==> config.mk <==
export PLATFORM = sky130hd
export DESIGN_NAME = cpu_top
export DESIGN_NICKNAME = d
export VERILOG_FILES = /design/src/cpu_pkg.sv /design/src/cpu_sequencer.sv /design/src/cpu_decoder.sv /design/src/cpu_access_unit.sv /design/src/cpu_memory_port.sv /design/src/cpu_execute.sv /design/src/cpu_top.sv
export VERILOG_INCLUDE_DIRS = /design/src
export SDC_FILE = /design/constraint.sdc
export NUM_CORES = 1
export LEC_CHECK = 0
export ABC_AREA = 1
export BUFFER_PORTS_ARGS = -buffer_cell sky130_fd_sc_hd__buf_2
export CAP_MARGIN = 20
export CELL_PAD_IN_SITES_DETAIL_PLACEMENT = 1
export CELL_PAD_IN_SITES_GLOBAL_PLACEMENT = 2
export CORE_MARGIN = 4
export CORE_UTILIZATION = 34
export CTS_CLUSTER_DIAMETER = 50
export DETAILED_ROUTE_END_ITERATION = 8
export PLACE_DENSITY_LB_ADDON = 0.1
export SYNTH_ARGS = -nofsm -noshare
export SYNTH_HDL_FRONTEND = slang
export SYNTH_SLANG_ARGS = --single-unit
==> constraint.sdc <==
create_clock -name CLOCK -period 2.6 [get_ports CLOCK]
set_clock_uncertainty 0.05 [all_clocks]
set_input_delay 0.26 -clock CLOCK [delete_from_list [all_inputs] [get_ports CLOCK]]
set_output_delay 0.26 -clock CLOCK [all_outputs]
set_load 0.005 [all_outputs]
==> src/cpu_settings.svh <==
`ifndef CPU_SETTINGS_SVH
`define CPU_SETTINGS_SVH

// Data path and address bus width
`define CPU_WIDTH 8

// SP after reset, first PUSH wraps to the top byte
`define CPU_STACK_RESET 8'h00

// All ones but bit 0
`define CPU_NOP_BYTE 8'hfe

`endif

==> src/cpu_pkg.sv <==
`include "cpu_settings.svh"

package cpu_pkg;

  typedef logic [`CPU_WIDTH-1:0] cpu_byte_t;

  // Instruction cycle
  typedef enum logic [2:0] {
    FETCH_OPCODE,
    DECODE,
    FETCH_OPERANDS,
    EXECUTE,
    WRITE_REGISTER,
    WRITE_MEMORY,
    HALTED
  } cpu_stage_t;

  typedef enum logic [2:0] {
    MOV,
    ADD,
    JMP,
    PUSH,
    POP,
    NOP,
    HLT
  } cpu_opcode_t;

  typedef enum logic [2:0] {
    OPERAND_NONE,
    REG_A,
    REG_SP,
    ADDR_REG_A,  // Memory at A
    ADDR_REG_SP, // Memory at SP
    ADDR_IMM,    // Memory at an immediate address
    IMM
  } cpu_operand_t;

endpackage

==> src/cpu_sequencer.sv <==
`timescale 1ns/1ps

module cpu_sequencer (
  input  logic                  CLOCK,
  input  logic                  RESET,
  input  logic                  fetch_done,
  input  cpu_pkg::cpu_opcode_t  decode_opcode,
  input  cpu_pkg::cpu_operand_t decode_dst,
  output cpu_pkg::cpu_stage_t   stage,
  output logic                  halted
);
  import cpu_pkg::*;

  cpu_stage_t next_stage;
  logic       dst_in_memory;

  assign dst_in_memory = decode_dst inside {ADDR_REG_A, ADDR_REG_SP, ADDR_IMM};

  always_comb begin
    next_stage = stage;
    case (stage)
      FETCH_OPCODE: begin
        if (fetch_done) next_stage = DECODE;
      end
      DECODE:         next_stage = FETCH_OPERANDS;
      FETCH_OPERANDS: begin
        if (fetch_done) next_stage = EXECUTE;
      end
      EXECUTE: begin
        if (decode_opcode == HLT) next_stage = HALTED; // Illegal bytes decode as HLT
        else next_stage = WRITE_REGISTER;
      end
      WRITE_REGISTER: begin
        if (dst_in_memory) next_stage = WRITE_MEMORY;
        else next_stage = FETCH_OPCODE;
      end
      WRITE_MEMORY: begin
        if (fetch_done) next_stage = FETCH_OPCODE;
      end
      default:        next_stage = HALTED; // Only reset leaves
    endcase
  end

  always_ff @(posedge CLOCK) begin
    if (RESET) begin
      stage  <= FETCH_OPCODE;
      halted <= 1'b0;
    end else begin
      stage  <= next_stage;
      halted <= (next_stage == HALTED);
    end
  end

endmodule

==> src/cpu_decoder.sv <==
`timescale 1ns/1ps
`include "cpu_settings.svh"

module cpu_decoder (
  input  logic                  CLOCK,
  input  logic                  RESET,
  input  cpu_pkg::cpu_stage_t   stage,
  input  cpu_pkg::cpu_byte_t    opcode_byte,
  output cpu_pkg::cpu_opcode_t  decode_opcode,
  output cpu_pkg::cpu_operand_t decode_src,
  output cpu_pkg::cpu_operand_t decode_dst
);
  import cpu_pkg::*;

  cpu_opcode_t  next_opcode;
  cpu_operand_t next_src;
  cpu_operand_t next_dst;

  // Three-bit operand field of MOV, ADD, PUSH and POP
  function automatic cpu_operand_t field_kind(input logic [2:0] code);
    case (code)
      3'd0:       return REG_A;
      3'd1:       return ADDR_REG_A;
      3'd2, 3'd6: return ADDR_IMM;
      3'd4:       return REG_SP;
      3'd5:       return ADDR_REG_SP;
      default:    return IMM;
    endcase
  endfunction

  always_comb begin
    next_opcode = HLT;
    next_src    = OPERAND_NONE;
    next_dst    = OPERAND_NONE;
    casez (opcode_byte)
      8'b0???????: begin
        if (opcode_byte[4:3] != 2'b11) begin // Immediate destination is illegal
          if (opcode_byte[6]) next_opcode = ADD;
          else next_opcode = MOV;
          next_dst = field_kind(opcode_byte[5:3]);
          next_src = field_kind(opcode_byte[2:0]);
        end
      end
      8'b1100????: begin
        next_opcode = JMP;
        next_src    = IMM; // Signed offset
      end
      8'b111?00??: begin
        next_opcode = PUSH;
        next_src    = field_kind({opcode_byte[4], opcode_byte[1:0]});
        next_dst    = ADDR_REG_SP;
      end
      8'b111?010?: begin
        next_opcode = POP;
        next_src    = ADDR_REG_SP;
        next_dst    = field_kind({opcode_byte[4], 1'b0, opcode_byte[0]});
      end
      default: begin
        if (opcode_byte == `CPU_NOP_BYTE) next_opcode = NOP;
      end
    endcase
  end

  always_ff @(posedge CLOCK) begin
    if (RESET) begin
      decode_opcode <= NOP;
      decode_src    <= OPERAND_NONE;
      decode_dst    <= OPERAND_NONE;
    end else if (stage == DECODE) begin
      decode_opcode <= next_opcode;
      decode_src    <= next_src;
      decode_dst    <= next_dst;
    end
  end

endmodule

==> src/cpu_access_unit.sv <==
`timescale 1ns/1ps

module cpu_access_unit (
  input  logic                  CLOCK,
  input  logic                  RESET,
  input  cpu_pkg::cpu_stage_t   stage,
  input  cpu_pkg::cpu_opcode_t  decode_opcode,
  input  cpu_pkg::cpu_operand_t decode_src,
  input  cpu_pkg::cpu_operand_t decode_dst,
  input  cpu_pkg::cpu_byte_t    reg_a,
  input  cpu_pkg::cpu_byte_t    reg_sp,
  input  logic                  access_done,
  input  cpu_pkg::cpu_byte_t    access_rdata,
  output logic                  access_start,
  output logic                  access_write,
  output cpu_pkg::cpu_byte_t    access_addr,
  output logic                  fetch_done,
  output cpu_pkg::cpu_byte_t    imm,
  output cpu_pkg::cpu_byte_t    mem_src,
  output cpu_pkg::cpu_byte_t    mem_dst
);
  import cpu_pkg::*;

  // Operand fetch order
  typedef enum logic [2:0] {
    STEP_IDLE,
    STEP_IMM,
    STEP_SRC_ADDR,
    STEP_SRC,
    STEP_DST_ADDR,
    STEP_DST
  } step_t;

  cpu_stage_t prev_stage;
  step_t      step;
  step_t      step_next;
  cpu_byte_t  ip;
  cpu_byte_t  src_addr;
  cpu_byte_t  dst_addr;
  logic       entered;
  logic       start_next;
  logic       done_next;
  logic       ip_byte_done;

  function automatic logic is_memory(input cpu_operand_t kind);
    return kind inside {ADDR_REG_A, ADDR_REG_SP, ADDR_IMM};
  endfunction

  // Next step the instruction needs after the given one
  function automatic step_t following(input step_t from);
    step_t found;
    found = STEP_IDLE;
    if (is_memory(decode_dst) && from < STEP_DST) found = STEP_DST;
    if (decode_dst == ADDR_IMM && from < STEP_DST_ADDR) found = STEP_DST_ADDR;
    if (is_memory(decode_src) && from < STEP_SRC) found = STEP_SRC;
    if (decode_src == ADDR_IMM && from < STEP_SRC_ADDR) found = STEP_SRC_ADDR;
    if (decode_src == IMM && from < STEP_IMM) found = STEP_IMM;
    return found;
  endfunction

  function automatic cpu_byte_t operand_addr(input cpu_operand_t kind,
                                             input cpu_byte_t latched,
                                             input logic below_sp);
    case (kind)
      ADDR_REG_A:  return reg_a;
      ADDR_REG_SP: return below_sp ? reg_sp - 1'b1 : reg_sp;
      default:     return latched;
    endcase
  endfunction

  assign entered      = (stage != prev_stage);
  assign access_write = (stage == WRITE_MEMORY);
  assign ip_byte_done = access_done &&
                        (stage == FETCH_OPCODE ||
                         step inside {STEP_IMM, STEP_SRC_ADDR, STEP_DST_ADDR});

  always_comb begin
    step_next  = step;
    start_next = 1'b0;
    done_next  = 1'b0;
    case (stage)
      FETCH_OPCODE, WRITE_MEMORY: begin
        start_next = entered; // One access per stage
        done_next  = access_done;
      end
      FETCH_OPERANDS: begin
        if (entered || access_done) begin
          step_next  = following(step);
          start_next = (step_next != STEP_IDLE);
          done_next  = (step_next == STEP_IDLE);
        end
      end
      default: ;
    endcase
  end

  always_comb begin
    access_addr = ip;
    case (stage)
      FETCH_OPERANDS: begin
        if (step == STEP_SRC) access_addr = operand_addr(decode_src, src_addr, 1'b0);
        if (step == STEP_DST) access_addr = operand_addr(decode_dst, dst_addr,
                                                         decode_opcode == PUSH);
      end
      WRITE_MEMORY: access_addr = dst_addr;
      default: ;
    endcase
  end

  always_ff @(posedge CLOCK) begin
    if (RESET) begin
      prev_stage   <= HALTED; // First cycle after reset counts as entry to the fetch
      step         <= STEP_IDLE;
      ip           <= '0;
      access_start <= 1'b0;
      fetch_done   <= 1'b0;
    end else begin
      prev_stage   <= stage;
      step         <= step_next;
      access_start <= start_next;
      fetch_done   <= done_next;
      if (stage == EXECUTE && decode_opcode == JMP) ip <= ip + imm; // Relative to next opcode
      else if (ip_byte_done) ip <= ip + 1'b1;
    end
  end

  always_ff @(posedge CLOCK) begin
    if (access_done) begin
      case (step)
        STEP_IMM:      imm      <= access_rdata;
        STEP_SRC_ADDR: src_addr <= access_rdata;
        STEP_SRC:      mem_src  <= access_rdata;
        STEP_DST_ADDR: dst_addr <= access_rdata;
        STEP_DST: begin
          mem_dst  <= access_rdata;
          dst_addr <= access_addr; // Effective address, reused by the write
        end
        default: ;
      endcase
    end
  end

endmodule

==> src/cpu_memory_port.sv <==
`timescale 1ns/1ps

module cpu_memory_port (
  input  logic               CLOCK,
  input  logic               RESET,
  input  logic               access_start,
  input  logic               access_write,
  input  cpu_pkg::cpu_byte_t access_addr,
  input  cpu_pkg::cpu_byte_t wdata,
  output logic               access_done,
  output cpu_pkg::cpu_byte_t access_rdata,
  output logic               mem_req,
  output logic               mem_we,
  output cpu_pkg::cpu_byte_t mem_addr,
  output cpu_pkg::cpu_byte_t mem_wdata,
  input  logic               mem_ack,
  input  cpu_pkg::cpu_byte_t mem_rdata
);

  typedef enum logic [1:0] {
    PORT_IDLE,
    PORT_REQUEST,
    PORT_RELEASE, // Waiting for ack to fall
    PORT_DONE
  } port_state_t;

  port_state_t state;
  logic        write_q;

  assign mem_req     = (state == PORT_REQUEST);
  assign mem_we      = mem_req && write_q;
  assign access_done = (state == PORT_DONE);

  always_ff @(posedge CLOCK) begin
    if (RESET) begin
      state <= PORT_IDLE;
    end else begin
      case (state)
        PORT_IDLE:    if (access_start) state <= PORT_REQUEST;
        PORT_REQUEST: if (mem_ack) state <= PORT_RELEASE;
        PORT_RELEASE: if (!mem_ack) state <= PORT_DONE;
        default:      state <= PORT_IDLE;
      endcase
    end
  end

  // Bus fields stay frozen until the next start
  always_ff @(posedge CLOCK) begin
    if (state == PORT_IDLE && access_start) begin
      mem_addr  <= access_addr;
      mem_wdata <= wdata;
      write_q   <= access_write;
    end
    if (state == PORT_REQUEST && mem_ack) access_rdata <= mem_rdata;
  end

endmodule

==> src/cpu_execute.sv <==
`timescale 1ns/1ps
`include "cpu_settings.svh"

module cpu_execute (
  input  logic                  CLOCK,
  input  logic                  RESET,
  input  cpu_pkg::cpu_stage_t   stage,
  input  cpu_pkg::cpu_opcode_t  decode_opcode,
  input  cpu_pkg::cpu_operand_t decode_src,
  input  cpu_pkg::cpu_operand_t decode_dst,
  input  cpu_pkg::cpu_byte_t    imm,
  input  cpu_pkg::cpu_byte_t    mem_src,
  input  cpu_pkg::cpu_byte_t    mem_dst,
  output cpu_pkg::cpu_byte_t    result,
  output cpu_pkg::cpu_byte_t    reg_a,
  output cpu_pkg::cpu_byte_t    reg_sp
);
  import cpu_pkg::*;

  cpu_byte_t src_value;
  cpu_byte_t dst_value;

  function automatic cpu_byte_t operand_value(input cpu_operand_t kind,
                                              input cpu_byte_t memory,
                                              input cpu_byte_t a,
                                              input cpu_byte_t sp,
                                              input cpu_byte_t immediate);
    case (kind)
      REG_A:                             return a;
      REG_SP:                            return sp;
      IMM:                               return immediate;
      ADDR_REG_A, ADDR_REG_SP, ADDR_IMM: return memory;
      default:                           return '0;
    endcase
  endfunction

  always_comb begin
    src_value = operand_value(decode_src, mem_src, reg_a, reg_sp, imm);
    dst_value = operand_value(decode_dst, mem_dst, reg_a, reg_sp, imm); // Old destination
  end

  // ALU
  always_ff @(posedge CLOCK) begin
    if (stage == EXECUTE) begin
      if (decode_opcode == ADD) result <= dst_value + src_value;
      else result <= src_value;
    end
  end

  always_ff @(posedge CLOCK) begin
    if (RESET) begin
      reg_a  <= '0;
      reg_sp <= `CPU_STACK_RESET;
    end else if (stage == WRITE_REGISTER) begin
      if (decode_dst == REG_A) reg_a <= result;
      if (decode_dst == REG_SP) begin
        reg_sp <= result;
      end else if (decode_opcode == PUSH) begin
        reg_sp <= reg_sp - 1'b1;
      end else if (decode_opcode == POP) begin
        reg_sp <= reg_sp + 1'b1;
      end
    end
  end

endmodule

==> src/cpu_top.sv <==
`timescale 1ns/1ps

module cpu_top (
  input  logic               CLOCK,
  input  logic               RESET,
  input  logic               mem_ack,
  input  cpu_pkg::cpu_byte_t mem_rdata,
  output logic               mem_req,
  output logic               mem_we,
  output cpu_pkg::cpu_byte_t mem_addr,
  output cpu_pkg::cpu_byte_t mem_wdata,
  output cpu_pkg::cpu_byte_t reg_a,
  output logic               halted
);
  import cpu_pkg::*;

  cpu_stage_t   stage;
  cpu_opcode_t  decode_opcode;
  cpu_operand_t decode_src;
  cpu_operand_t decode_dst;
  cpu_byte_t    reg_sp;
  cpu_byte_t    imm;
  cpu_byte_t    mem_src;
  cpu_byte_t    mem_dst;
  cpu_byte_t    result;
  logic         fetch_done;
  logic         access_start;
  logic         access_write;
  cpu_byte_t    access_addr;
  logic         access_done;
  cpu_byte_t    access_rdata;

  cpu_sequencer u_sequencer (
    .CLOCK         (CLOCK),
    .RESET         (RESET),
    .fetch_done    (fetch_done),
    .decode_opcode (decode_opcode),
    .decode_dst    (decode_dst),
    .stage         (stage),
    .halted        (halted)
  );

  // Port still holds the opcode byte while in DECODE
  cpu_decoder u_decoder (
    .CLOCK         (CLOCK),
    .RESET         (RESET),
    .stage         (stage),
    .opcode_byte   (access_rdata),
    .decode_opcode (decode_opcode),
    .decode_src    (decode_src),
    .decode_dst    (decode_dst)
  );

  cpu_access_unit u_access_unit (
    .CLOCK         (CLOCK),
    .RESET         (RESET),
    .stage         (stage),
    .decode_opcode (decode_opcode),
    .decode_src    (decode_src),
    .decode_dst    (decode_dst),
    .reg_a         (reg_a),
    .reg_sp        (reg_sp),
    .access_done   (access_done),
    .access_rdata  (access_rdata),
    .access_start  (access_start),
    .access_write  (access_write),
    .access_addr   (access_addr),
    .fetch_done    (fetch_done),
    .imm           (imm),
    .mem_src       (mem_src),
    .mem_dst       (mem_dst)
  );

  cpu_memory_port u_memory_port (
    .CLOCK        (CLOCK),
    .RESET        (RESET),
    .access_start (access_start),
    .access_write (access_write),
    .access_addr  (access_addr),
    .wdata        (result),
    .access_done  (access_done),
    .access_rdata (access_rdata),
    .mem_req      (mem_req),
    .mem_we       (mem_we),
    .mem_addr     (mem_addr),
    .mem_wdata    (mem_wdata),
    .mem_ack      (mem_ack),
    .mem_rdata    (mem_rdata)
  );

  cpu_execute u_execute (
    .CLOCK         (CLOCK),
    .RESET         (RESET),
    .stage         (stage),
    .decode_opcode (decode_opcode),
    .decode_src    (decode_src),
    .decode_dst    (decode_dst),
    .imm           (imm),
    .mem_src       (mem_src),
    .mem_dst       (mem_dst),
    .result        (result),
    .reg_a         (reg_a),
    .reg_sp        (reg_sp)
  );

endmodule

==> reports/qor_table.md <==
| Group | Result | This run |
| --- | --- | --- |
| clocking | Sinks on the clock net | 120 |
| pwr | Net switching power | 1.60 mW |
| timing | Final TNS setup | 0 ns |
| timing | Pins over their slew limit | 0 |
| critical path | Worst EP required | 2.72 ns |
| critical path | Endpoint kind of the worst setup timing path | flip-flop |
| placed design | Placed Instance Area | 7860 µm² |
| critical path | Setup CP Type | reg2reg |
| critical path | Reg-to-reg critical path startpoint | u_decoder.decode_src[1]$_SDFFE_PP0P_ |
| min path | Hold crit path type | in2reg |
| routing | Per-cell routed wire length | 20.7 µm |
| timing | Worst Hold Slack | 0.214 ns |
| placed design | Post-place setup slack | -0.0213 ns |
| pwr | P_int | 3.91 mW |
| routing | Wire length reported by the detailed router | 26200 µm |
| synthesis | Ys flop type | sky130_fd_sc_hd__edfxtp_1 |
| critical path | Crit. Startpoint | u_decoder.decode_src[1]$_SDFFE_PP0P_ |
| floorplan | Die boundary height | 152 µm |
| synthesis | Synth Area in Adders | 0.0517 |
| placed design | Detailed-placement wirelength estimate | 20300 µm |
| synthesis | Ys Warns | 0 |
| routing | Total via count after detailed routing | 6557 |
| flow run | Max-Cap Viols | 0 |
| pwr | Power Dens Cells | 630 nW/µm² |
| synthesis | Post-synthesis instance area | 7070 µm² |
| routing | Per-cell via count in the routed design | 5.20 |
| clocking | Buffers from clock root to sink, at most | 2 |
| pwr | Fraction of power consumed by sequential logic | 0.422 |
| grt | Global-route usage over all layers | 0.225 |
| clocking | Clock latency at the later pin of the worst-skew pair | 0.43 ns |
| min path | Worst Hold Launch | mem_ack |
| critical path | WP data arrival | 2.66 ns |
| timing | Endpoints failing hold | 0 |
| layout | Filler cells | 2466 |
| synthesis | Mapped Cells | 884 |
| clocking | Depth of the CTS H-tree | 4 |
| synthesis | Most used standard cells in the synthesized netlist | sky130_fd_sc_hd__nand2_1, sky130_fd_sc_hd__inv_1, sky130_fd_sc_hd__edfxtp_1 |
| timing | Remaining max-slew budget at the tightest pin | 0.535 |
| placed design | Placed Cells incl. Taps | 1220 |
| routing | Remaining DRCs | 0 |
| synthesis | Top-count cell post-synth | sky130_fd_sc_hd__nand2_1 |
| clocking | Clock tree from TritonCTS | done |
| grt | Total gr overflow | 0 |
| timing | Worst slew pin tran | 0.695 ns |
| synthesis | Share of the synthesized netlist area taken by xor and xnor gates | 0.0149 |
| grt | Number of global-route vias before repair | 6835 |
| layout | Post-route cell area | 8750 µm² |
| synthesis | Post-synth top area share | 0.310 |
| clocking | CTS root buf | sky130_fd_sc_hd__clkbuf_16 |
| placed design | Routability congestion estimate | 0.880 |
| floorplan | Horizontal extent of the die | 152 µm |
| synthesis | Cell type with the largest total area after synthesis | sky130_fd_sc_hd__edfxtp_1 |
| synthesis | Sequential share of the synthesized area | 0.443 |
| pwr | Worst IR Drop VDD | 445 µV |
| synthesis | Post-synthesis cell type count | 51 |
| synthesis | Post-synthesis net count | 923 |
| timing | Maximum clock frequency | 0.395 GHz |
| pwr | Leak Pwr | 3.72 nW |
| routing | First drt pass iteration count | 5 |
| layout | Share of layout cells above drive strength 1 | 0.213 |
| layout | Final Net Count | 1017 |
| layout | N_diodes | 0 |
| grt | Global-route wire length before repair | 40200 µm |
| layout | Layout overhead on the synthesized area | 23.8% |
| synthesis | Count of flip-flops with a built-in enable after synthesis | 73 |
| layout | Core occupancy in the finished layout | 0.430 |
| pwr | PnR Total Power | 5.51 mW |
| run status | Status | finished clean |
| floorplan | Core ar. | 20400 µm² |
| pwr | Part of the power in combinational logic | 0.131 |
| timing | Setup violation total in the final timing report | 0 |
| pwr | Net Sw Frac | 0.291 |
| synthesis | Largest family of logic cells by synthesized area | simple AND/OR/NAND/NOR gates |
| timing | Share of the clock period used by the worst path | 0.975 |
| routing | Violation count after the first detailed-routing iteration | 353 |
| timing | RSZ-0062 raised after global routing | true |
| placed design | Buffers added on ports | 37 |
| grt | Maximum number of pins on one net before global-route repair | 21 |
| floorplan | Area enclosed by the die boundary | 23200 µm² |
| clocking | Number of CTS-inserted buffers | 17 |
| floorplan | Number of ports placed on the die boundary | 38 |
| routing | Number of nets with antenna violations after detailed routing | 0 |
| critical path | Max Fanout on Critical Path | 6 |
| clocking | Post-CTS clock slew at the launch and capture registers of the worst setup and hold paths | 0.06 ns |
| grt | Number of antenna violations at the first check in global routing | 0 |
| timing | Final Critical Period | 2.53 ns |
| synthesis | Synth Area in Simple Gates | 0.260 |
| floorplan | Number of placement rows | 52 |
| synthesis | Async S/R FF share, synth | 0 |
| synthesis | Mean area per synthesized cell | 7.99 µm² |
| critical path | Worst Setup Start Kind | flip-flop |
| synthesis | Area fraction in compound gates after synthesis | 0.149 |
| synthesis | Mux share of post-synthesis cell area | 0 |
| timing | Worst-case setup margin in the final layout | 0.0657 ns |
| floorplan | Effective utilization at floorplan | 0.347 |
| synthesis | Biggest area contributors in the synthesized netlist | sky130_fd_sc_hd__edfxtp_1, sky130_fd_sc_hd__dfxtp_1, sky130_fd_sc_hd__nand2_1 |
| layout | Final instance count without filler cells | 1261 |
| pwr | Clock share of power | 0.447 |
| synthesis | Number of flip-flops and latches in the synthesized netlist | 120 |
-- state kept, by name, summed over array words and instances (netlist names), 2 cells and up --
name / cells
u_execute.reg_a: 8
u_memory_port.mem_addr: 8
u_memory_port.access_rdata: 8
u_access_unit.src_addr: 8
u_access_unit.prev_stage: 3
u_access_unit.dst_addr: 8
u_decoder.decode_dst: 3
u_execute.result: 8
u_sequencer.stage: 3
u_decoder.decode_opcode: 3
u_access_unit.mem_dst: 8
u_access_unit.imm: 8
u_decoder.decode_src: 3
u_memory_port.mem_wdata: 8
u_access_unit.ip: 8
u_memory_port.state: 2
u_execute.reg_sp: 8
u_access_unit.mem_src: 8
u_access_unit.step: 3
-- routing by layer --
metal | global-route usage | vias up | wire length, µm
met4 | 0.0488 | 0 | 410
met1 | 0.305 | 3256 | 12100
met3 | 0.0366 | 28 | 957
met5 | 0 | - | 0
met2 | 0.382 | 99 | 12700
li1 | - | 3174 | -
-- placed cells by master, fill, tap and decap left out, types with 7 or more instances in the layout --
cell	count
sky130_fd_sc_hd__edfxtp_1	73
sky130_fd_sc_hd__nor2_1	68
sky130_fd_sc_hd__a21oi_1	51
sky130_fd_sc_hd__o21ai_1	7
sky130_fd_sc_hd__nand2_1	235
sky130_fd_sc_hd__ha_1	19
sky130_fd_sc_hd__buf_2	37
sky130_fd_sc_hd__nor3_1	11
sky130_fd_sc_hd__clkbuf_16	17
sky130_fd_sc_hd__o211ai_1	7
sky130_fd_sc_hd__inv_6	7
sky130_fd_sc_hd__xnor2_1	7
sky130_fd_sc_hd__nand2_2	8
sky130_fd_sc_hd__nand3_1	48
sky130_fd_sc_hd__dfxtp_1	42
sky130_fd_sc_hd__dlygate4sd3_1	8
sky130_fd_sc_hd__nand4_1	8
sky130_fd_sc_hd__buf_4	53
sky130_fd_sc_hd__o21ai_0	66
sky130_fd_sc_hd__inv_1	91
sky130_fd_sc_hd__inv_2	16
-- critical path: stages (launching register included) --
cell	delay (ns)
sky130_fd_sc_hd__dfxtp_2	0.34
sky130_fd_sc_hd__buf_4	0.16
sky130_fd_sc_hd__nand3_1	0.11
sky130_fd_sc_hd__inv_1	0.09
sky130_fd_sc_hd__nand2_1	0.08
sky130_fd_sc_hd__o2111ai_2	0.17
sky130_fd_sc_hd__ha_2	0.24
sky130_fd_sc_hd__fa_2	0.36
sky130_fd_sc_hd__nand3_1	0.08
sky130_fd_sc_hd__nand3_1	0.10
sky130_fd_sc_hd__nand2_1	0.10
sky130_fd_sc_hd__nand2_1	0.07
sky130_fd_sc_hd__a21oi_2	0.14
sky130_fd_sc_hd__xor2_1	0.15
sky130_fd_sc_hd__o21ai_1	0.07
-- layout make-up --
class / instances / area (µm²) / share of cell area
inverter: 109 / 417 / 0.0476
timing repair buffer: 100 / 703 / 0.0804
tap: 270 / 338 / 0.0386
clock inverter: 15 / 178 / 0.0203
sequential: 120 / 3140 / 0.359
clock buffer: 17 / 425 / 0.0486
multi-input combinational: 630 / 3550 / 0.406
-- power groups by stage --
stage	registers, mW	clock network, mW	logic, mW
floorplan	2.31	0	0.451
global placement	2.36	0	0.672
detailed placement	2.37	0	0.707
CTS	2.33	2.50	0.720
global route	2.34	2.59	0.816
finish	2.32	2.46	0.720
-- timing repair --
action	in CTS	in global routing
hold buffers	8	0
hold endpoints to repair	8	0
gates resized for setup	3	38
pin swaps	0	2
endpoints found under the setup margin	2	7
setup buffers	0	1
-- path summary, 6_finish.rpt --
kind                                          endpoint  slack (ns)  cells past startpoint
setup reg to reg         u_execute.result[6]$_DFFE_PP_        0.07                     14
hold / removal     u_memory_port.state[1]$_SDFFE_PP0P_        0.21                      4
setup / recovery         u_execute.result[6]$_DFFE_PP_        0.07                     14
hold reg to reg   u_decoder.decode_src[2]$_SDFFE_PP0P_        0.45                      2
-- cells by family (layout without fill, tap and decap cells) --
logic type / after synthesis / in the layout
fa+ha+maj: 28 / 28
buf+inv: 134 / 241
simple gates: 412 / 412
flops: 120 / 120
compound gates: 178 / 178
xor+xnor: 12 / 12
Note: power is estimated with default switching activity, not from simulation.
